**src/hw/DekodierPaket.sv**
```systemverilog
package DekodierPaket;

    localparam int WortBreite = 32;

    typedef logic [WortBreite-1:0] WortT;

    // Bit 5 selects the float bank.
    typedef logic [5:0] RegNrT;

    // ==================================================
    // Opcodes in bits 31:26.
    // ==================================================
    localparam logic [4:0] OpLaden       = 5'b10101;
    localparam logic [5:0] OpSpeichern   = 6'b101100;
    localparam logic [5:0] OpFloatLaden  = 6'b101011;
    localparam logic [5:0] OpAbsSprung   = 6'b101101;
    localparam logic [5:0] OpBedSprung   = 6'b101110;
    localparam logic [5:0] OpJal         = 6'b101111;
    localparam logic [5:0] OpGrossSprung = 6'b010000;
    localparam logic [5:0] OpHalt        = 6'b011111;

    typedef struct packed {
        RegNrT       QuellRegister1;
        RegNrT       QuellRegister2;
        RegNrT       ZielRegister;
        logic [25:0] IDaten;
        logic        KleinerImmediateAktiv;
        logic        GrosserImmediateAktiv;
        logic [5:0]  FunktionsCode;
        logic        JALBefehl;
        logic        RelativerSprung;
        logic        AbsoluterSprung;
        logic        FloatBefehl;
        logic        LoadBefehl;
        logic        StoreBefehl;
        logic        UnbedingterSprungBefehl;
        logic        BedingterSprungBefehl;
        logic        Halt;
        logic        Gueltig;
    } DekodiertT;

    typedef struct packed {
        WortT Wort;
        WortT Adresse;
        logic Gueltig;
    } HolPaketT;

    typedef struct packed {
        RegNrT       QuellRegister1;
        RegNrT       QuellRegister2;
        RegNrT       ZielRegister;
        logic [25:0] IDaten;
        logic        KleinerImmediateAktiv;
        logic        GrosserImmediateAktiv;
        logic [5:0]  FunktionsCode;
        logic        JALBefehl;
        logic        RelativerSprung;
        logic        AbsoluterSprung;
        logic        FloatBefehl;
        logic        LoadBefehl;
        logic        StoreBefehl;
        logic        UnbedingterSprungBefehl;
        logic        BedingterSprungBefehl;
        WortT        Operand1;
        WortT        Operand2;
        WortT        Adresse;
        WortT        RueckkehrAdresse;
        logic        Gueltig;
    } BefehlsPaketT;

endpackage
```
**src/hw/Sprungeinheit.sv**
```systemverilog
`timescale 1ns/1ps

module Sprungeinheit #(
    parameter int AdressBreite = 8
) (
    input  DekodierPaket::DekodiertT Dekodiert,
    input  DekodierPaket::WortT      Adresse,
    input  DekodierPaket::WortT      Operand1,
    output logic                     SprungGenommen,
    output logic [AdressBreite-1:0]  SprungZiel
);

    DekodierPaket::WortT Versatz;
    DekodierPaket::WortT RelativZiel;
    logic                Bedingung;

    assign Versatz     = {{6{Dekodiert.IDaten[25]}}, Dekodiert.IDaten};
    assign RelativZiel = Adresse + 32'd1 + Versatz;

    // Conditional jumps test Operand1 for zero.
    assign Bedingung = Dekodiert.BedingterSprungBefehl && Operand1 == '0;

    assign SprungGenommen = Dekodiert.Gueltig
                            && (Dekodiert.UnbedingterSprungBefehl || Bedingung);

    assign SprungZiel = Dekodiert.AbsoluterSprung ? Dekodiert.IDaten[AdressBreite-1:0]
                                                  : RelativZiel[AdressBreite-1:0];

endmodule

```
**config.mk**
```make
export PLATFORM = sky130hd
export DESIGN_NAME = Sprungeinheit
export DESIGN_NICKNAME = d
export VERILOG_FILES = /design/src/hw/DekodierPaket.sv /design/src/hw/Sprungeinheit.sv
export SDC_FILE = /design/constraint.sdc
export NUM_CORES = 1
export LEC_CHECK = 0
export BUFFER_PORTS_ARGS = -buffer_cell sky130_fd_sc_hd__buf_2
export CAP_MARGIN = 20
export CORE_AREA = 2 2 52 54
export DETAILED_ROUTE_END_ITERATION = 8
export DIE_AREA = 0 0 54 56
export PLACE_DENSITY_LB_ADDON = 0.05
export SYNTH_ARGS = -nofsm -noshare
export SYNTH_HDL_FRONTEND = slang
export SYNTH_SLANG_ARGS = --single-unit
```
**constraint.sdc**
```tcl
create_clock -name vclk -period 4.5
set_input_delay 0.675 -clock vclk [all_inputs]
set_output_delay 0.675 -clock vclk [all_outputs]
set_load 0.01 [all_outputs]
```
Word-level counts from Yosys, hierarchy flattened
Index checks and enable logic that the tools add are counted.
{"block": "totals", "romBits": 0, "regBits": 0, "latchBits": 0, "n_memories": 0, "ramBits": 0, "in_bits": 126, "word_cells": 7}
{"block": "classes", "n_bitwise": 0, "n_mux": 1, "reduce_logical": 4, "div": 0, "add_sub_neg": 2, "n_mul": 0, "shifts": 0, "n_eq_ne": 0, "n_lt_le_gt_ge": 0}
{"op": "32-bit zero test", "count": 1}
{"op": "8-bit by 1-bit adder with 8-bit output (second input constant)", "count": 1}
{"op": "8-bit adder", "count": 1}
{"op": "8-bit two-way mux", "count": 1}
{"op": "1-bit logical AND", "count": 2}
{"op": "1-bit logical OR", "count": 1}

Longest topological paths before layout
{"block": "depth", "ltp_word": 4, "mapped_depth": 8}

Worst setup path before layout
No wires, ideal clock.
{"block": "synth_timing", "path_kind": "in2out", "startpoint": "input port Dekodiert[22] (netlist name)", "endpoint": "output port SprungZiel[7]", "path_slack_ns": 1.694, "cell_stages": 6, "path_buffers": 0, "required_ns": 3.825, "arrival_ns": 2.131, "path_cell_list": "ha_1 -> a21oi_2 -> o21bai_1 -> or3b_1 -> mux2_2 -> a32o_1"}
{"block": "synth_via", "elab_chain_len": 2}
{"element": "start, declared", "line": "Sprungeinheit.sv:6", "rtl": "input DekodierPaket::DekodiertT Dekodiert,"}
{"element": "8-bit adder", "line": "Sprungeinheit.sv:18", "rtl": "assign RelativZiel = Adresse + 32'd1 + Versatz;"}
{"element": "8-bit two-way mux", "line": "Sprungeinheit.sv:26", "rtl": "assign SprungZiel = Dekodiert.AbsoluterSprung ? Dekodiert.IDaten[AdressBreite-1:0]"}
{"element": "end, declared", "line": "Sprungeinheit.sv:10", "rtl": "output logic [AdressBreite-1:0] SprungZiel"}
No other way between the ends.

Worst setup path after layout
Same ends and word-level chain as after synthesis.

==> results.yml <==
run_status:
  status: "complete, no violations"
placement:
  gp_congestion: 0.659
  dpl_worst_slack_ns: 1.37
  port_buffers: 61
  dp_hpwl_microns: 1510
yosys:
  syn_area_per_cell_sq_um: 6.85
  synthCells: 74
  synthTopCellsByCount: "8 x nand2_1, 7 x ha_1, 6 x nor4_1, 6 x o21a_1"
  syn_area_sq_um: 507
  yosysMostFrequentCell: "nand2_1"
  synth_xor_area_frac: 0.0346
  synth_top_cell_area_share: 0.173
  synthSimpleGateAreaFrac: 0.341
  post-synth-top-area-cell: "ha_1"
  synthTopCellsByArea: "ha_1 17%, o21a_1 8.9%, nor4_1 7.4%"
  ys_types: 30
  ys.warnings.count: 0
  synth_fa_ha_area_frac: 0.212
  yosys-mux-area-fraction: 0.0222
  synth_top_family_by_area: "compound AO/OA/AOI/OAI gates"
  synth_compound_area_frac: 0.346
  seq_area_frac_synth: 0
  syn_nets: 208
final_layout:
  num-fill-cells: 269
  diodes: 0
  clkbuf_count: 0
  drive_above_1_share: 0.481
  fin_nets: 269
  regArea_sq_um: 0
  seq_cells: 0
  multi_input_area_sq_um: 484
  synthToLayoutAreaGrowth_pct: 66.2
floorplanning:
  io_pins: 135
  dieArea_sq_um: 3020
  dieWidth_microns: 54
  dieHeight_microns: 56
  core_sq_um: 2430
  fp-row-count: 18
  start_util: 0.208
timing:
  relSlewSlack: 0.769
  period_minus_slack_ns: 3.12
  setup_tns_ns: 0
  timing.final.crit_share: 0.692
  max_freq_ghz: 0.321
  rsz0062_at_grt: "false"
  setup_slack_ns: 1.38
  hold_violations: 0
  max_slew.worst_pin.slew_ns: 0.346
  final_max_slew_viol_count: 0
  setup_violations: 0
power_and_ir_drop:
  seq_power_share: 0
  p_int_uw: 46.0
  power_frac_clock: 0
  swShare: 0.475
  irDropWorstVdd_mv: 0.0439
  p_leak_uw: 0.000437
  comb_power_share: 1.000
  powerDensity_nw_per_um2: 104
  p_sw_uw: 41.7
drt:
  dr_total_vias: 777
  routed_via_density: 4.77
  wl_per_cell_microns: 9.72
  dr.first_iter.drc_count: 5
  drt_wl_total_microns: 1580
  postRouteAntennaNets: 0
  drc: 0
  drt_first_pass_iters: 4
setup_path:
  crit_fanout: 6
  start_kind: "input port"
  end_kind: "output port"
  crit_required_ns: 3.83
  crit_type: "in -> out"
  cp-endpoint: "SprungZiel[7]"
  arrival_ns: 2.44
  worstSetupStartpoint: "Dekodiert[22]"
grt:
  grt_pass1_vias: 712
  gr-total-overflow: 0
  grt_pass1_wl_microns: 2640
  antenna_found_initial: 0
  grt.total_usage: 0.106
  grt_max_degree: 19
worst_hold_path:
  min_path_type: "in -> out"
  hold_path.startpoint: "Dekodiert[0]"
clock_network:
  cts_setup_buffers: 0
  cts_resized: 0
  hold_buffers: 0
run:
  max_cap_viol_count: 0
==> through the flow <==
stage | cell area [sq um] | total power (uW) | std cells | util | hold WS [ns]
global route | 842 | 99.5 | 163 | 0.346 | 1.66
finish | 842 | 87.7 | 163 | 0.346 | 1.64
floorplan | 507 | 50.2 | 74 | - | 1.46
detailed placement | 842 | 89.1 | 163 | 0.346 | 1.64
CTS | 842 | 89.3 | 163 | 0.346 | 1.65
global placement | 842 | 88.3 | 163 | 0.346 | 1.64
==> routing by layer <==
| layer | share of wire | track usage |
|---|---|---|
| met1 | 0.37 | 0.122 |
| met4 | 0 | 0 |
| met3 | 0.16 | 0.0215 |
| met5 | 0 | 0 |
| met2 | 0.48 | 0.206 |
==> cell families (layout without fill, tap and decap cells) <==
| kind of cell | count (synthesis) | after routing |
|---|---|---|
| and+or+nand+nor | 32 | 32 |
| AOI/OAI and AO/OA | 25 | 25 |
| adders and majority gates | 8 | 8 |
| buffers and inverters | 6 | 65 |
| xor gates and xnor gates | 2 | 2 |
| muxes | 1 | 1 |
==> how the worst min path moves through the flow <==
| stage | end | slack (ns) | cells after the start |
|---|---|---|---|
| 6_report | SprungGenommen | 1.64 | 3 |
| 3_3_place_gp | SprungGenommen | 1.64 | 3 |
| 5_1_grt | SprungGenommen | 1.66 | 3 |
| 2_1_floorplan | SprungGenommen | 1.46 | 1 |
| 4_1_cts | SprungGenommen | 1.65 | 3 |
| 3_5_place_dp | SprungGenommen | 1.64 | 3 |
==> layout make-up <==
cell class / instances / share of cell area
inverters: 4 / 0.0178
multi-input cells: 68 / 0.575
well taps: 30 / 0.0446
repair buffers: 61 / 0.363
==> critical path, stage by stage <==
cell	delay, ns
buf_2	0.11
ha_1	0.37
a21oi_2	0.17
o21bai_1	0.10
or3b_1	0.37
mux2_2	0.28
a32o_1	0.24
buf_2	0.13
==> placed cells by master (no fill, tap or decap), types with 2 or more instances in the layout <==
| master | n |
|---|---|
| buf_2 | 61 |
| nand2_1 | 8 |
| ha_1 | 7 |
| o21a_1 | 6 |
| nor4_1 | 6 |
| nor2_1 | 5 |
| o21ai_0 | 5 |
| inv_1 | 4 |
| nor3_1 | 3 |
| o31ai_1 | 3 |
| nand2b_1 | 2 |
| a21oi_1 | 2 |
| a211oi_1 | 2 |
| nor4b_1 | 2 |
| nand4_1 | 2 |
==> power groups by stage <==
stage	sequential, uW	clock [uW]	combinational (uW)
2_1_floorplan	0	0	50.2
3_3_place_gp	0	0	88.3
3_5_place_dp	0	0	89.1
4_1_cts	0	0	89.3
5_1_grt	0	0	99.5
6_report	0	0	87.7
Power figures use the tool's default switching activity.
