$ cat src/hw/DekodierPaket.sv
package DekodierPaket;

    localparam int WortBreite = 32;

    typedef logic [WortBreite-1:0] WortT;

    // Bit 5 selects the float bank.
    typedef logic [5:0] RegNrT;

    // ==================================================
    // Opcodes in bits 31:26.
    // ==================================================
    localparam logic [4:0] OpLaden       = 5'b10101;
    localparam logic [5:0] OpSpeichern   = 6'b101100;
    localparam logic [5:0] OpFloatLaden  = 6'b101011;
    localparam logic [5:0] OpAbsSprung   = 6'b101101;
    localparam logic [5:0] OpBedSprung   = 6'b101110;
    localparam logic [5:0] OpJal         = 6'b101111;
    localparam logic [5:0] OpGrossSprung = 6'b010000;
    localparam logic [5:0] OpHalt        = 6'b011111;

    typedef struct packed {
        RegNrT       QuellRegister1;
        RegNrT       QuellRegister2;
        RegNrT       ZielRegister;
        logic [25:0] IDaten;
        logic        KleinerImmediateAktiv;
        logic        GrosserImmediateAktiv;
        logic [5:0]  FunktionsCode;
        logic        JALBefehl;
        logic        RelativerSprung;
        logic        AbsoluterSprung;
        logic        FloatBefehl;
        logic        LoadBefehl;
        logic        StoreBefehl;
        logic        UnbedingterSprungBefehl;
        logic        BedingterSprungBefehl;
        logic        Halt;
        logic        Gueltig;
    } DekodiertT;

    typedef struct packed {
        WortT Wort;
        WortT Adresse;
        logic Gueltig;
    } HolPaketT;

    typedef struct packed {
        RegNrT       QuellRegister1;
        RegNrT       QuellRegister2;
        RegNrT       ZielRegister;
        logic [25:0] IDaten;
        logic        KleinerImmediateAktiv;
        logic        GrosserImmediateAktiv;
        logic [5:0]  FunktionsCode;
        logic        JALBefehl;
        logic        RelativerSprung;
        logic        AbsoluterSprung;
        logic        FloatBefehl;
        logic        LoadBefehl;
        logic        StoreBefehl;
        logic        UnbedingterSprungBefehl;
        logic        BedingterSprungBefehl;
        WortT        Operand1;
        WortT        Operand2;
        WortT        Adresse;
        WortT        RueckkehrAdresse;
        logic        Gueltig;
    } BefehlsPaketT;

endpackage
$ cat src/hw/Instruktionsdekodierer.sv
`timescale 1ns/1ps

module Instruktionsdekodierer (
    input  logic                     DekodierSignal,
    input  logic                     Reset,
    input  DekodierPaket::HolPaketT  Geholt,
    input  logic                     Weiter,
    input  logic                     Spuelen,
    output DekodierPaket::DekodiertT Dekodiert,
    output DekodierPaket::WortT      Adresse
);

    DekodierPaket::WortT AktuellerBefehl;
    logic                Gueltig;
    logic [5:0]          Opcode;
    logic                RegKlasse;
    logic                FloatReg;

    always_ff @(posedge DekodierSignal or posedge Reset) begin
        if (Reset) begin
            AktuellerBefehl <= '0;
            Gueltig         <= 1'b0;
        end else if (Weiter) begin
            AktuellerBefehl <= Geholt.Wort;
            Gueltig         <= Geholt.Gueltig && !Spuelen;
        end
    end

    always_ff @(posedge DekodierSignal) begin
        if (Weiter) begin
            Adresse <= Geholt.Adresse;
        end
    end

    assign Opcode    = AktuellerBefehl[31:26];
    assign RegKlasse = AktuellerBefehl[31:30] == 2'b00;
    // Function bits 5:4 equal to 10 select the float bank.
    assign FloatReg  = RegKlasse && AktuellerBefehl[5:4] == 2'b10;

    // ==================================================
    // Field extraction.
    // ==================================================
    always_comb begin
        Dekodiert = '0;

        if (RegKlasse) begin
            Dekodiert.QuellRegister1 = {FloatReg, AktuellerBefehl[20:16]};
            Dekodiert.QuellRegister2 = {FloatReg, AktuellerBefehl[15:11]};
            Dekodiert.ZielRegister   = {FloatReg, AktuellerBefehl[25:21]};
        end else if (AktuellerBefehl[31]) begin
            Dekodiert.QuellRegister1 = {1'b0, AktuellerBefehl[20:16]};
            // Only a store reads its second source from bits 25:21.
            if (Opcode == DekodierPaket::OpSpeichern) begin
                Dekodiert.QuellRegister2 = {1'b0, AktuellerBefehl[25:21]};
            end
            Dekodiert.ZielRegister = {Opcode == DekodierPaket::OpFloatLaden,
                                      AktuellerBefehl[25:21]};
        end

        if (AktuellerBefehl[31:30] == 2'b01) begin
            Dekodiert.IDaten = AktuellerBefehl[25:0];
        end else if (AktuellerBefehl[31]) begin
            Dekodiert.IDaten = {{10{AktuellerBefehl[15]}}, AktuellerBefehl[15:0]};
        end

        Dekodiert.KleinerImmediateAktiv = AktuellerBefehl[31];
        Dekodiert.GrosserImmediateAktiv = AktuellerBefehl[31:30] == 2'b01;

        if (RegKlasse) begin
            Dekodiert.FunktionsCode = AktuellerBefehl[5:0];
        end else if (AktuellerBefehl[31:30] == 2'b01
                     || (Opcode >= 6'b101010 && Opcode <= 6'b101111)) begin
            Dekodiert.FunktionsCode = 6'b0;
        end else begin
            Dekodiert.FunktionsCode = {1'b0, AktuellerBefehl[30:26]};
        end

        // Class flags.
        Dekodiert.JALBefehl       = Opcode == DekodierPaket::OpJal;
        Dekodiert.RelativerSprung = Opcode == DekodierPaket::OpJal
                                    || Opcode == DekodierPaket::OpGrossSprung
                                    || Opcode == DekodierPaket::OpBedSprung;
        Dekodiert.AbsoluterSprung = Opcode == DekodierPaket::OpAbsSprung;
        Dekodiert.FloatBefehl     = FloatReg || Opcode == DekodierPaket::OpFloatLaden;
        Dekodiert.LoadBefehl      = AktuellerBefehl[31:27] == DekodierPaket::OpLaden;
        Dekodiert.StoreBefehl     = Opcode == DekodierPaket::OpSpeichern;
        Dekodiert.UnbedingterSprungBefehl = Opcode == DekodierPaket::OpAbsSprung
                                            || Opcode == DekodierPaket::OpJal
                                            || Opcode == DekodierPaket::OpGrossSprung;
        Dekodiert.BedingterSprungBefehl   = Opcode == DekodierPaket::OpBedSprung;
        Dekodiert.Halt    = Opcode == DekodierPaket::OpHalt;
        Dekodiert.Gueltig = Gueltig;
    end

endmodule

$ cat config.mk
export PLATFORM = sky130hd
export DESIGN_NAME = Instruktionsdekodierer
export DESIGN_NICKNAME = d
export VERILOG_FILES = /design/src/hw/DekodierPaket.sv /design/src/hw/Instruktionsdekodierer.sv
export SDC_FILE = /design/constraint.sdc
export NUM_CORES = 1
export LEC_CHECK = 0
export ABC_AREA = 1
export ABC_CLOCK_PERIOD_IN_PS = 3900
export BUFFER_PORTS_ARGS = -buffer_cell sky130_fd_sc_hd__buf_4
export CAP_MARGIN = 10
export CORE_ASPECT_RATIO = 0.6
export CORE_MARGIN = 2
export CORE_UTILIZATION = 47
export DETAILED_ROUTE_END_ITERATION = 8
export HOLD_SLACK_MARGIN = 0.15
export PLACE_DENSITY_LB_ADDON = 0.2
export SYNTH_ARGS = -nofsm -noshare
export SYNTH_HDL_FRONTEND = slang
export SYNTH_SLANG_ARGS = --single-unit
$ cat constraint.sdc
create_clock -name DekodierSignal -period 3.9 [get_ports DekodierSignal]
set_clock_uncertainty 0.2 [all_clocks]
set_input_delay 0.78 -clock DekodierSignal [delete_from_list [all_inputs] [get_ports DekodierSignal]]
set_output_delay 0.78 -clock DekodierSignal [all_outputs]
set_load 0.005 [all_outputs]
# Yosys cells after proc, flatten, opt, wreduce, memory -nomap -nowiden
# Index checks and enable logic that the tools add are counted.
dict set report word_totals {
  elab_cells 33
  regBits 65
  out_inout_bits 94
  in_bits 69
}
dict set report op_classes {
  n_eq_ne 10
  n_reduce_logical 11
  order_cmp 2
  mux 7
}
# cell n
set ops {}
lappend ops {{$mux W26} 2}
lappend ops {{$eq A6 B6 Y1 const B} 5}
lappend ops {{$mux W18} 1}
lappend ops {{$mux W17} 1}
lappend ops {{$eq A6 B5 Y1 const B} 2}
lappend ops {{$mux W5} 2}
lappend ops {{$ge A6 B6 Y1 const B} 1}
lappend ops {{$le A6 B6 Y1 const B} 1}
lappend ops {{$logic_or A1 B1 Y1} 6}
lappend ops {{$mux W6} 1}
lappend ops {{$eq A5 B5 Y1 const B} 1}
lappend ops {{$logic_and A1 B1 Y1} 3}
lappend ops {{$eq A2 B1 Y1 const B} 1}
lappend ops {{$eq A2 B2 Y1 const B} 1}
lappend ops {{$logic_not A2 Y1} 1}
lappend ops {{$logic_not A1 Y1} 1}

# Longest topological paths before layout
dict set report depth {
  ltp_word 5
  ltp_mapped 6
  mapped_depth_nobuf 6
}

# Worst setup path before layout
# OpenSTA, ideal clock, no wires.
dict set report synth_path {
  path_kind {register to output}
  from {register AktuellerBefehl[31]}
  to {output Dekodiert[61] in the netlist's numbering}
  path_stages_with_launch 7
  t_arrival_ns 1.106
  path_buffers 1
  path_slack_ns 1.814
  cell_sequence {dfrtp_1 nor2_4 inv_2 nor2_4 nand2_1 inv_1 buf_4}
}
# item line_no
set synth_rtl {}
lappend synth_rtl {{start: declaration} Instruktionsdekodierer.sv:13} ;# DekodierPaket::WortT AktuellerBefehl;
lappend synth_rtl {{start signal: assignment} Instruktionsdekodierer.sv:24} ;# AktuellerBefehl <= Geholt.Wort;
lappend synth_rtl {{end: declaration} Instruktionsdekodierer.sv:9} ;# output DekodierPaket::DekodiertT Dekodiert,

==> out/metrics.csv <==
metric;value;unit
status;finished, final reports clean;
finalHoldViolCount;0;
worst_setup_path_start_kind;register;
worst_pin_slew;0.915;ns
ys_seq_area_frac;0.642;
setup_viol;0;
floorplan.initialDensity;0.493;
final_nets;495;
synth_area_per_cell;10.5;um2
dp_hpwl;5460;um
power_density;401;mW/mm2
grt_pass1_vias;2213;
nFillCells;413;
overflow;0;
r2r_slack;2.74;ns
clock-sinks;65;
finish.instance_area;0.00420;mm2
min_path_cells;2;
regToRegEndpoint;AktuellerBefehl[31];
drt_first_pass_iters;4;
reg2reg_from;AktuellerBefehl[31];
fin_crit;2.94;ns
setup_slack;0.962;ns
track_usage;0.232;
finalSetupTns;0;ns
die_w;103;um
grt_pass1_wl;11300;um
ctsResizeCount;0;
dpl_cell_area;0.00402;mm2
drv_slew;0;
netlist_instances;266;
antenna_cells;0;
crit_required;2.92;ns
die-area;0.00658;mm2
p_leak;2.12;nW
yosys-top-cells-area;edfxtp_1, dfrtp_1, nand2_1;
preCtsSetupSlack;1.31;ns
power;1.69;mW
clk_pin_slew_worst_paths;0.06;ns
numCtsBuffers;9;
relSlewSlack;0.390;
postCtsSetupBuffers;0;
dpl.cell_count;495;
hold_end;AktuellerBefehl[10];
synthesis.nets;335;
reg2reg_depth;1;
fin_crit_sh;0.753;
ys_ff_latch;65;
clockBufferDepth;2;
hp-start;AktuellerBefehl[10];
drive_gt1_frac;0.459;
postRouteAntennaNets;0;
yosysTopAreaCellShare;0.345;
ios;163;
final_cell_mix;buf_4, nand2_1, inv_1;
cp-end-kind;primary output;
gp_congestion;0.873;
mostFrequentLayoutCell;buf_4;
clk_latency;0.32;ns
hp-class;register to register;
max_freq;340;MHz
critPathArrivalTime;1.96;ns
routed_wl;7240;um
rsz0062_at_grt;no;
vias;2382;
crit_type;register to primary output;
fin_cells;511;
yosysUniqueCellTypes;27;
rows;21;
critPathLaunch;AktuellerBefehl[31];
wl_per_cell;14.2;um
syn-cell-area;0.00278;mm2
drcViolationCount;0;
cp_max_fo;23;
port-buffer-count;162;
yosysTopAreaCell;edfxtp_1;
yosysWarnings;0;
core;0.00565;mm2
hold_buffers;0;
utilization;0.744;
antenna_found_initial;0;
cts_tree;yes;
die_h;63.6;um
cts_root_buf;clkbuf_8;
drtIter0Drc;106;
grt_max_degree;98;
vias_per_cell;4.66;
hold_ws;0.332;ns
area_growth;51.0;%
max_cap_violations;0;
cts_max_level;3;
max-vdd-ir-drop;288;uV
-- flip-flops by register name, summed over array words and instances (netlist names) --
register	flops
Adresse	32
Gueltig	1
AktuellerBefehl	32
-- routing by layer --
metal,vias to the layer above,wire length (um),track usage
li1,1175,-,-
met1,1094,3110,0.317
met2,104,3400,0.357
met3,9,666,0.0799
met4,0,61,0.0543
met5,-,0,0
-- synthesized netlist by cell type --
master / n
nor3_2: 2
mux2_2: 1
o21ai_0: 33
buf_2: 6
buf_4: 3
o21ai_1: 9
o21ai_2: 2
o22ai_1: 1
nor2_8: 1
inv_1: 36
nand2_1: 44
o22ai_2: 5
nor2_1: 33
inv_2: 4
o211ai_1: 1
edfxtp_1: 32
dfrtp_1: 33
nor2_4: 3
a211oi_1: 1
buf_6: 2
nand4_1: 1
nand3_2: 1
nor2_2: 1
nand3_1: 5
clkinv_2: 1
nand2_4: 2
clkbuf_1: 3
-- worst max-delay path by stage --
stage / endpoint / slack [ns] / cells past startpoint
floorplan: Dekodiert[61] / 1.81 / 6
global placement: Dekodiert[55] / 1.40 / 6
detailed placement: Dekodiert[55] / 1.31 / 6
CTS: Dekodiert[55] / 0.94 / 6
global route: Dekodiert[55] / 0.75 / 6
finish: Dekodiert[55] / 0.96 / 6
-- cell families after synthesis --
kind of cell / synth area share
AOI/OAI and AO/OA: 0.112
muxes: 0.00404
DFF: 0.642
buffers and inverters: 0.0867
and+or+nand+nor: 0.156
-- critical path, cell delays in order, from the launching register on --
cell and delay, ns:
dfrtp_1 0.52, nor2_4 0.47, inv_2 0.22, nor2_4 0.13, nand2_1 0.08, inv_1 0.09
buf_4 0.11
-- area by class of cell --
cell class              count  area, um2  area share
clock buffers              13        139      0.0330
clock inverters             3       42.5      0.0101
inverters                  41        155      0.0369
flip-flops and latches     65       1790       0.425
well taps                  80        100      0.0238
multi-input cells         146        756       0.180
repair buffers            163       1220       0.291
-- power breakdown --
group | internal, mW | leakage [nW] | switching (mW)
clock | 0.295 | 0.0876 | 0.232
combinational | 0.183 | 1.31 | 0.169
sequential | 0.782 | 0.714 | 0.0250
total | 1.26 | 2.12 | 0.426
(Power assumes the default switching activity.)
