### src/hw/Steuerwerk.sv
`timescale 1ns/1ps

module Steuerwerk (
    input  logic DekodierSignal,
    input  logic Reset,
    input  logic Start,
    input  logic HaltErkannt,
    input  logic SprungGenommen,
    input  logic Bereit,
    input  logic AusgabeGueltig,
    output logic Holen,
    output logic Weiter,
    output logic Spuelen,
    output logic StartSetzen,
    output logic Laeuft,
    output logic Fertig
);

    typedef enum logic [1:0] {
        Ruhe,
        Lauf,
        Leeren
    } ZustandT;

    ZustandT Zustand;
    ZustandT Naechster;

    // ==================================================
    // Pipeline control.
    // ==================================================
    assign Weiter      = Bereit || !AusgabeGueltig;
    assign Holen       = Weiter && Zustand == Lauf;
    assign Spuelen     = Weiter && (SprungGenommen || HaltErkannt);
    assign StartSetzen = Start && Zustand == Ruhe;

    assign Laeuft = Zustand != Ruhe;
    // Last cycle of the run, once the output register is empty.
    assign Fertig = Zustand == Leeren && !AusgabeGueltig;

    always_comb begin
        Naechster = Zustand;
        case (Zustand)
            Ruhe: begin
                if (Start) begin
                    Naechster = Lauf;
                end
            end
            Lauf: begin
                if (HaltErkannt && Weiter) begin
                    Naechster = Leeren;
                end
            end
            Leeren: begin
                if (!AusgabeGueltig) begin
                    Naechster = Ruhe;
                end
            end
            default: begin
                Naechster = Ruhe;
            end
        endcase
    end

    always_ff @(posedge DekodierSignal or posedge Reset) begin
        if (Reset) begin
            Zustand <= Ruhe;
        end else begin
            Zustand <= Naechster;
        end
    end

endmodule

### config.mk
export PLATFORM = sky130hd
export DESIGN_NAME = Steuerwerk
export DESIGN_NICKNAME = d
export VERILOG_FILES = /design/src/hw/Steuerwerk.sv
export SDC_FILE = /design/constraint.sdc
export NUM_CORES = 1
export LEC_CHECK = 0
export BUFFER_PORTS_ARGS = -buffer_cell sky130_fd_sc_hd__buf_2
export CORE_AREA = 5 5 42 44
export CTS_BUF_LIST = sky130_fd_sc_hd__clkbuf_2 sky130_fd_sc_hd__clkbuf_4 sky130_fd_sc_hd__clkbuf_8
export DETAILED_ROUTE_END_ITERATION = 7
export DIE_AREA = 0 0 47 49
export GPL_ROUTABILITY_DRIVEN = 0
export PLACE_DENSITY = 0.34
export SLEW_MARGIN = 20
export SYNTH_ARGS = -nofsm -noshare
export SYNTH_HDL_FRONTEND = slang
export SYNTH_SLANG_ARGS = --single-unit
### constraint.sdc
create_clock -name DekodierSignal -period 1.3 [get_ports DekodierSignal]
set_clock_uncertainty 0.15 [all_clocks]
set_input_delay 0.13 -clock DekodierSignal [delete_from_list [all_inputs] [get_ports DekodierSignal]]
set_output_delay 0.13 -clock DekodierSignal [all_outputs]
set_load 0.01 [all_outputs]
# Word-level counts from Yosys, hierarchy flattened

Index checks and enable logic that the tools add are counted.

Output and inout bits: 6
Word-level logic and storage cells: 21
Register bits after elaboration: 2
Input port bits: 7

Eq/ne operators: 5
Reductions and logical operators: 11
Muxes and demuxes: 4

Operators by type and width:

| operator                                      | number |
|---|---|
| two-way mux 2 bit                             | 3 |
| one-hot mux 2 bit (3 select lines)            | 1 |
| logical AND 1 bit                             | 5 |
| != test 2 bit, second input constant          | 2 |
| AND reduction 3 bit                           | 1 |
| == test 2 x 1 -> 1 bit, second input constant | 1 |
| == test 2 bit, second input constant          | 1 |
| logical NOT 2 bit                             | 1 |
| logical OR 1 bit                              | 2 |
| != test 2 x 1 -> 1 bit, second input constant | 1 |
| nonzero test 2 bit                            | 1 |
| logical NOT 1 bit                             | 1 |

# Logic depth before layout (Yosys ltp)

Gate-level depths: netlist of run 1.

Depth after elaboration: 5
Depth in mapped cells: 3
Depth with buffers taken out: 3

# Least setup slack after synthesis of run 1

No wires, ideal clock.

Path type: register -> output
From: register Zustand[0]
To: output port StartSetzen
Required time: 1020 ps
Data arrival time: 930 ps
Buffers on the path: 0
Stages on the path, launching flop included: 3
Setup slack: 90 ps
Cell sequence: dfrtp_1 > or2_2 > nor2_1

Cells in the longest elaborated chain, start to end: 2

Ends and longest elaborated chain:

| element                | line | text |
|---|---|---|
| from (decl)            | 25   | `ZustandT Zustand;` |
| from (signal assigned) | 66   | `Zustand <= Ruhe;` |
| from (signal assigned) | 68   | `Zustand <= Naechster;` |
| logical NOT 2 bit      | 34   | `assign StartSetzen = Start && Zustand == Ruhe;` |
| logical AND 1 bit      | 34   |  |
| to (decl)              | 14   | `output logic StartSetzen,` |

Every way passes these cells.

# Final worst setup path of run 1

From: register Zustand[1]
To: output port StartSetzen

Same word-level chain as after synthesis.

==> results.ini, run 1 <==
[run_status]
status=finished, violations left
failed_checks=negative setup slack

[pwr]
power_mw=0.5894
power.clock.fraction_pct=22.6
power_frac_comb_pct=58.8
ir_worst_vdd_v=0.0004308
p_sw_mw=0.1915
switching_share_pct=32.50
pwr-share-seq_pct=18.6
power.density_cell_area_mw_per_mm2=1819
intPower_mw=0.3979
leakage_component_of_the_power_nw=0.1688

[placed_design]
post_dp_cell_area_sq_um=240.2
hpwlAfterDp_microns=365.4
place_ws_ns=0.1451
place.port_buffers=12

[synth]
ys_ff_latch=2
synth-warning-count=0
syn_nets=24
synth_cells=17
synth-seq-area-share_pct=34.48
syn-mean-instance-area_sq_um=8.538
summed_instance_area_of_the_synthesized_netlist_sq_um=145.1
synthDistinctLibCells=11

[routing]
via_count=192
detail_route.wirelength_microns=437
detail-route-antenna-nets=0
detail_route.wl_per_cell_microns=8.093
drc=0
first_iter_violations=0
detail_route.vias_per_cell=3.556
drt_pass1_iterations=1

[final_layout]
design.final.nets=47
antennaDiodeCount=0
layout-drive-gt1-share_pct=65.79
areaGrowthSynthToFinish_pct=123.3
post_route_standard_cell_area_excluding_fillers_sq_um=324.1
largest_register_ffs=2
num-fill-cells=168
reg.largest.list=Zustand: 2 flops
top_register=Zustand
multi_input_comb_area_sq_um=102.6
flip_flop_and_latch_area_sq_um=50.05

[sta]
final.hold.worst_slack_ns=0.03028
post-route-period-util_pct=102.6
worst-slew-pin-transition_ns=0.2088
report.final.slew_viol_count=0
fin_setup_tns_ns=-0.04035
slew_headroom_pct=85.96
clock.fmax_mhz=749.7
fin_crit_ns=1.334
hold_violations=0
setup_viol=2
rsz0062_at_grt=true
smallest_setup_slack_after_layout_ns=-0.03389

[die]
fp.coreArea_sq_mm=0.001401
start_util_pct=10.36
placementRows=14
die_area_sq_mm=0.002303
fp.dieH_microns=49
die_x_microns=47
num_io_pins=13

[clock_network]
clkSinkCount=2
cts_tree=yes
htree_num_levels=1
clock_insertion_delay_worst_skew_ns=0.22
cts_max_path_buffers=2
tritoncts.num_buffers=3
clkSlewWorstSetupHoldPaths_ns=0.03
clockRootBuffer=clkbuf_4

[run]
max-cap-violations=0

[critical_path]
critical_path_rt_ns=1.02
timing.critical_path.from_type=flop
setup.worst_path.end_class=primary output
cp_max_fo=2
timing_worst_setup_path_type=reg -> out
timing.critical_path.arrival_ns=1.05

[grt]
grt_pass1_vias=195
grt.overflow.total=0
initial_antenna_violation_count=0
grt_first_pass_wirelength_microns=752
track_usage_pct=4.507
grt_max_degree=6

[hold_path]
hold_path_class=in -> reg

layout by cell type (no fill, tap or decap), drive strengths merged, types with 2 or more instances in the layout:
cell type     n
dfrtp         2
buf          16
inv           3
nor2          4
dlygate4sd3   2
nor3b         2
clkbuf        3
cell families (layout without fill, tap and decap cells):
family | after synthesis | count (layout) | synth area share, %
flops | 2 | 2 | 34.48
buf+inv | 3 | 24 | 7.758
compound gates | 2 | 2 | 15.52
simple gates | 10 | 10 | 42.24
cells in the mapped netlist, drive strengths merged:
master	instances	area, sq um
nor2	4	15.01
inv	3	11.26
dfrtp	2	50.05
nor3b	2	15.01
a311oi	1	15.01
nand2	1	3.750
nand3b	1	7.510
nor2b	1	13.76
o31ai	1	7.510
or2	1	6.260
power by group through the flow:
stage | registers, mW | clock network, mW | logic [mW]
floorplan | 0.124 | 0 | 0.116
global placement | 0.103 | 0 | 0.256
detailed placement | 0.103 | 0 | 0.257
CTS | 0.108 | 0.142 | 0.317
global route | 0.112 | 0.150 | 0.377
finish | 0.110 | 0.133 | 0.346
critical path, stage by stage (launching register included):
cell,delay [ns]
dfrtp_1,0.38
or2_4,0.25
nor2_1,0.07
buf_2,0.13
what timing repair did:
action,CTS,global route
setup endpoints to repair,4,3
pin swaps,2,1
hold buffers,2,0
resized for setup,4,2
buffers inserted,1,1
hold endpoints to repair,3,0
metal layers:
metal | global-route usage [%] | share of wire, % | up-vias
met5 | 0 | 0 | -
met4 | 4.147 | 0 | 0
met3 | 1.476 | 14 | 0
met2 | 5.430 | 37 | 12
met1 | 5.934 | 49 | 79
li1 | - | - | 101
stage by stage:
step                std cells  util, %
finish                     54    23.13
CTS                        53    21.88
floorplan                  17        -
global placement           47    17.14
detailed placement         47    17.14
global route               54    23.13
worst paths after layout:
check                               to  slack [ns]        start  cells after the start
setup / recovery           StartSetzen       -0.03   Zustand[1]                      3
hold / removal              Zustand[1]        0.03  HaltErkannt                      3
setup reg to reg            Zustand[0]        0.20   Zustand[0]                      4
hold reg to reg             Zustand[1]        0.44   Zustand[1]                      2
max in group asynchronous   Zustand[0]        0.74        Reset                      3
min in group asynchronous   Zustand[1]        0.15        Reset                      3
final cells by class:
type,instances,share of cell area (%)
multi-input cells,12,31.66
well taps,16,6.178
flip-flops and latches,2,15.44
inverters,3,3.475
repair buffers,18,36.29
clock buffers,3,6.950
Note: power is estimated with default switching activity, not from simulation.
==> inputs of run 2 (changes only) <==
PLACE_DENSITY = 0.33   (was 0.34)
==> run 2 against run 1 <==
The run still ends with negative setup slack left. Die area did not move. Highest routed layer unchanged. Worst hold slack improved by 0.035 ns. Largest power group unchanged. Maximum frequency is 0.54% higher. Setup slack improved by 0.0071 ns. Sequential share of layout area decreased by 0.29 points. Largest cell class unchanged. Cell area grew 1.9%. Core utilization grew 0.45 points.
==> results.ini, run 2 (synthesized netlist as in run 1, its figures left out) <==
[sta]
post-route-period-util_pct=102.1  ; -0.55 points
clock.fmax_mhz=753.7  ; +0.54%
fin_setup_tns_ns=-0.04849  ; -0.008141 ns
worst-slew-pin-transition_ns=0.1805  ; -0.02831 ns
fin_crit_ns=1.327  ; -0.007100 ns
report.final.slew_viol_count=0  ; unchanged
hold_violations=0  ; unchanged
setup_viol=3  ; +1
smallest_setup_slack_after_layout_ns=-0.02679  ; +0.007100 ns
slew_headroom_pct=87.97  ; +2.0 points
rsz0062_at_grt=true

[routing]
via_count=186  ; -3.1%
detail_route.vias_per_cell=3.444  ; -3.1%
detail-route-antenna-nets=0  ; unchanged
detail_route.wirelength_microns=514  ; +18%
drt_pass1_iterations=1  ; unchanged
detail_route.wl_per_cell_microns=9.519  ; +18%
first_iter_violations=0  ; unchanged
drc=0  ; unchanged

[placed_design]
place_ws_ns=0.1568  ; +0.01167 ns
dp_cells=47  ; unchanged
hpwlAfterDp_microns=345  ; -5.6%
place.port_buffers=12  ; unchanged

[final_layout]
final_cells=54  ; unchanged
top_register=Zustand
reg.largest.list=Zustand: 2 flops
antennaDiodeCount=0  ; unchanged
multi_input_comb_area_sq_um=112.6  ; +9.8%
layout_commonest_cell=buf_2
num-fill-cells=164  ; -2.4%
layout-drive-gt1-share_pct=71.05  ; +5.3 points
flip_flop_and_latch_area_sq_um=50.05  ; unchanged
layout.cells.most_common_list=12 x buf_2, 3 x nor2_1, 3 x clkbuf_4, 3 x buf_4
largest_register_ffs=2  ; unchanged
design.final.nets=47  ; unchanged
areaGrowthSynthToFinish_pct=127.6

[pwr]
ir_worst_vdd_v=0.0005193  ; +21%
power.density_cell_area_mw_per_mm2=1799  ; -1.1%
power_mw=0.5941  ; +0.80%
leakage_component_of_the_power_nw=0.1676  ; -0.69%

[grt]
grt.overflow.total=0  ; unchanged
grt_max_degree=7  ; +1
grt_pass1_vias=209  ; +7.2%
grt_first_pass_wirelength_microns=745  ; -0.93%
track_usage_pct=5.000  ; +0.49 points
initial_antenna_violation_count=0  ; unchanged

[die]
fp.coreArea_sq_mm=0.001401  ; unchanged
start_util_pct=10.36  ; unchanged
die_area_sq_mm=0.002303  ; unchanged
placementRows=14  ; unchanged
fp.dieH_microns=49  ; unchanged
num_io_pins=13  ; unchanged
die_x_microns=47  ; unchanged

[hold_path]
hold_path_class=in -> reg
hold_path_startpoint=Start

[clock_network]
htree_num_levels=1  ; unchanged
clkSinkCount=2  ; unchanged
cts_max_path_buffers=2  ; unchanged
clkSlewWorstSetupHoldPaths_ns=0.03  ; about the same
tritoncts.num_buffers=3  ; unchanged
clockRootBuffer=clkbuf_4
cts_tree=yes
clock_insertion_delay_worst_skew_ns=0.23  ; about the same

[run_status]
failed_checks=negative setup slack
status=finished, violations left

[run]
max-cap-violations=0  ; unchanged

[critical_path]
timing.critical_path.arrival_ns=1.05  ; about the same
critical_path_rt_ns=1.02  ; about the same
timing.critical_path.from_type=flop
worstSetupStartpoint=Zustand[0]
timing_worst_setup_path_type=reg -> out
worstReg2RegStart=Zustand[1]
setup.worst_path.end_class=primary output
cp_max_fo=6  ; +4

## run 2: changes by cell type in the layout (fill, tap and decap cells not counted)
cell	before	now
buf_4	2	3
buf_6	2	1
nor2_1	4	3
nor2_2	0	1
nor3b_2	1	2
nor3b_4	1	0
o31ai_1	1	0
o31ai_4	0	1
## run 2: worst max-delay path, cell delays in order (launching register included)
cell and delay [ns]:
dfrtp_1 0.36, buf_4 0.16, nor3b_2 0.16, buf_2 0.14
## run 2: area by class of cell
class | instances | share of cell area (%)
clock buffers | 3 | 6.818
repair buffers | 18 | 34.47
inverters | 3 | 3.409
well taps | 16 | 6.061
multi-input cells | 12 | 34.09
flip-flops and latches | 2 | 15.15
## run 2: report_power, final
part | total [mW] | internal, mW | switching (mW)
logic | 0.350 | 0.197 | 0.154
registers | 0.105 | 0.0898 | 0.0153
clock network | 0.139 | 0.102 | 0.0370
total | 0.594 | 0.388 | 0.206
## run 2: routing by layer
| metal | vias to the layer above | GRT usage [%] | share of wire, % |
|---|---|---|---|
| li1 | 99 | - | - |
| met1 | 77 | 3.736 | 42 |
| met2 | 10 | 7.692 | 45 |
| met3 | 0 | 4.059 | 13 |
| met4 | 0 | 4.147 | 0 |
| met5 | - | 0 | 0 |
## run 2: final timing paths
| path | to | slack [ns] | cells past startpoint |
|---|---|---|---|
| setup / recovery | Fertig | -0.03 | 3 |
| hold / removal | Zustand[0] | 0.07 | 3 |
| max in group asynchronous | Zustand[1] | 0.73 | 3 |
| min in group asynchronous | Zustand[0] | 0.15 | 3 |
| hold reg to reg | Zustand[0] | 0.45 | 2 |
| setup reg to reg | Zustand[1] | 0.06 | 4 |
## run 2: repair_timing
item                                    in CTS  in global routing
pin swaps                                    1                  0
gates cloned                                 0                  0
endpoints found under the setup margin       4                  4
hold buffers                                 2                  0
hold endpoints to repair                     3                  0
gates resized for setup                      4                  3
setup buffers                                2                  0
## run 2: stage by stage
step	utilization [%]	hold slack, ns	instance area [sq um]
2_1_floorplan	-	-0.2788	145.1
3_3_place_gp	17.14	-0.1721	240.2
3_5_place_dp	17.14	-0.1594	240.2
4_1_cts	22.41	0.02662	314.1
5_1_grt	23.57	0.09133	330.3
6_report	23.57	0.06518	330.3
==> inputs of run 3 (changes only) <==
RECOVER_POWER = 100   (was default)
==> run 3 against run 2 <==
The run still ends with negative setup slack left. Setup slack about the same. Flip-flop and latch count unchanged. First-iteration DRC count unchanged. Register-to-register slack about the same. Clock power about the same. Maximum frequency about the same. Sequential power about the same. Cell area down 2.3%. Count of clock-buffer cells in the layout unchanged. Worst hold slack better by 0.00052 ns. Die area unchanged. Global-route usage unchanged. Largest power group unchanged.
==> results.ini, run 3 (synthesized netlist as in run 1, its figures left out) <==
[run_status]
status=finished, violations left
failed_checks=negative setup slack

[critical_path]
worstReg2RegStart=Zustand[1]
worstSetupStartpoint=Zustand[0]
critical_path_rt_ns=1.02  ; about the same
endpoint=Fertig
timing.critical_path.from_type=flop
setup.worst_path.end_class=primary output
cp_max_fo=6  ; unchanged
regToRegSetupSlack_ns=0.05  ; about the same
rr_worst_depth=4  ; unchanged
timing_worst_setup_path_type=reg -> out
timing.critical_path.arrival_ns=1.05  ; about the same
worstReg2RegEnd=Zustand[1]

[final_layout]
top_register=Zustand
antennaDiodeCount=0  ; unchanged
layout-drive-gt1-share_pct=68.42  ; -2.6 points
layout.cells.most_common_list=12 x buf_2, 3 x nor2_1, 3 x clkbuf_4, 3 x buf_4
final_cells=54  ; unchanged
layout_commonest_cell=buf_2
post_route_standard_cell_area_excluding_fillers_sq_um=322.8  ; -2.3%
num-fill-cells=164  ; unchanged
flip_flop_and_latch_area_sq_um=50.05  ; unchanged
multi_input_comb_area_sq_um=112.6  ; unchanged
areaGrowthSynthToFinish_pct=122.4
design.final.nets=47  ; unchanged
largest_register_ffs=2  ; unchanged
reg.largest.list=Zustand: 2 flops

[routing]
detail_route.vias_per_cell=3.463  ; +0.54%
drt_pass1_iterations=1  ; unchanged
detail_route.wl_per_cell_microns=9.519  ; unchanged
drc=0  ; unchanged
via_count=187  ; +0.54%
detail_route.wirelength_microns=514  ; unchanged
first_iter_violations=0  ; unchanged
detail-route-antenna-nets=0  ; unchanged

[sta]
setup_viol=3  ; unchanged
report.final.slew_viol_count=0  ; unchanged
hold_violations=0  ; unchanged
worst-slew-pin-transition_ns=0.1805  ; +0.0000004768 ns
post-route-period-util_pct=102.0  ; about the same
smallest_setup_slack_after_layout_ns=-0.02642  ; +0.0003724 ns
slew_headroom_pct=87.97  ; unchanged
clock.fmax_mhz=753.9  ; about the same
fin_crit_ns=1.326  ; -0.0003724 ns
rsz0062_at_grt=true

[grt]
grt.overflow.total=0  ; unchanged
initial_antenna_violation_count=0  ; unchanged
track_usage_pct=5.000  ; unchanged
grt_max_degree=7  ; unchanged
grt_first_pass_wirelength_microns=745  ; unchanged
grt_pass1_vias=209  ; unchanged

[clock_network]
cts_max_path_buffers=2  ; unchanged
clkSlewWorstSetupHoldPaths_ns=0.03  ; about the same
htree_num_levels=1  ; unchanged
tritoncts.num_buffers=3  ; unchanged
clock_insertion_delay_worst_skew_ns=0.23  ; about the same
clkSinkCount=2  ; unchanged
clockRootBuffer=clkbuf_4
cts_tree=yes

[die]
num_io_pins=13  ; unchanged
fp.dieH_microns=49  ; unchanged
die_x_microns=47  ; unchanged
start_util_pct=10.36  ; unchanged
placementRows=14  ; unchanged
fp.coreArea_sq_mm=0.001401  ; unchanged
die_area_sq_mm=0.002303  ; unchanged

[placed_design]
place.port_buffers=12  ; unchanged
place_ws_ns=0.1568  ; unchanged
dp_cells=47  ; unchanged
hpwlAfterDp_microns=345  ; unchanged
post_dp_cell_area_sq_um=240.2  ; unchanged

[hold_path]
hold_path_class=in -> reg

[pwr]
ir_worst_vdd_v=0.0005191  ; about the same
power.density_cell_area_mw_per_mm2=1784  ; -0.81%
leakage_component_of_the_power_nw=0.1627  ; -2.9%

[run]
max-cap-violations=0  ; unchanged

==> run 3: changes by cell type in the layout (fill, tap and decap cells not counted) <==
cell	change
buf_6	-1
clkbuf_1	+1
==> run 3: final cells by class <==
| cell class | count | area share, % |
|---|---|---|
| inverter | 3 | 3.488 |
| clock buffer | 3 | 6.977 |
| multi-input combinational | 12 | 34.88 |
| sequential | 2 | 15.50 |
| tap | 16 | 6.202 |
| timing repair buffer | 18 | 32.95 |
==> run 3: metrics by stage <==
stage / total power [mW] / setup TNS [ns] / util, % / hold slack [ns]
2_1_floorplan: 0.2403 / 0 / - / -0.2788
3_3_place_gp: 0.3631 / 0 / 17.14 / -0.1721
3_5_place_dp: 0.3572 / 0 / 17.14 / -0.1594
4_1_cts: 0.5700 / -0.09378 / 22.41 / 0.02662
5_1_grt: 0.6207 / -0.2337 / 23.04 / 0.09133
6_report: 0.5759 / -0.04725 / 23.04 / 0.06570
==> run 3: critical path, cell delays in order (launching register included) <==
cell and delay (ns):
dfrtp_1 0.36, buf_4 0.16, nor3b_2 0.16, buf_2 0.14
==> run 3: how the worst min path moves through the flow <==
stage	startpoint	to	slack [ns]	depth (start not counted)
after floorplan	Reset	Zustand[0]	-0.28	1
after global placement	Reset	Zustand[1]	-0.17	2
after detailed placement	Reset	Zustand[1]	-0.16	2
after CTS	HaltErkannt	Zustand[1]	0.03	3
after global routing	Start	Zustand[0]	0.09	3
final	Start	Zustand[0]	0.07	3
==> run 3: what timing repair did <==
item | in CTS | in global routing
setup endpoints to repair | 4 | 4
setup buffers | 2 | 0
endpoints found under the hold margin | 3 | 0
resized for setup | 4 | 3
pin swaps | 1 | 0
hold buffers | 2 | 0
==> run 3: where the power goes <==
| group | internal, mW | switching (mW) | total, mW |
|---|---|---|---|
| combinational | 0.181 | 0.154 | 0.335 |
| clock | 0.102 | 0.0366 | 0.139 |
| sequential | 0.0897 | 0.0128 | 0.103 |
| total | 0.373 | 0.203 | 0.576 |
==> run 3: routing by layer <==
layer  wire (microns)  global-route usage, %
met1              211                  3.736
met2              234                  7.692
met3               68                  4.059
met4                0                  4.147
met5                0                      0
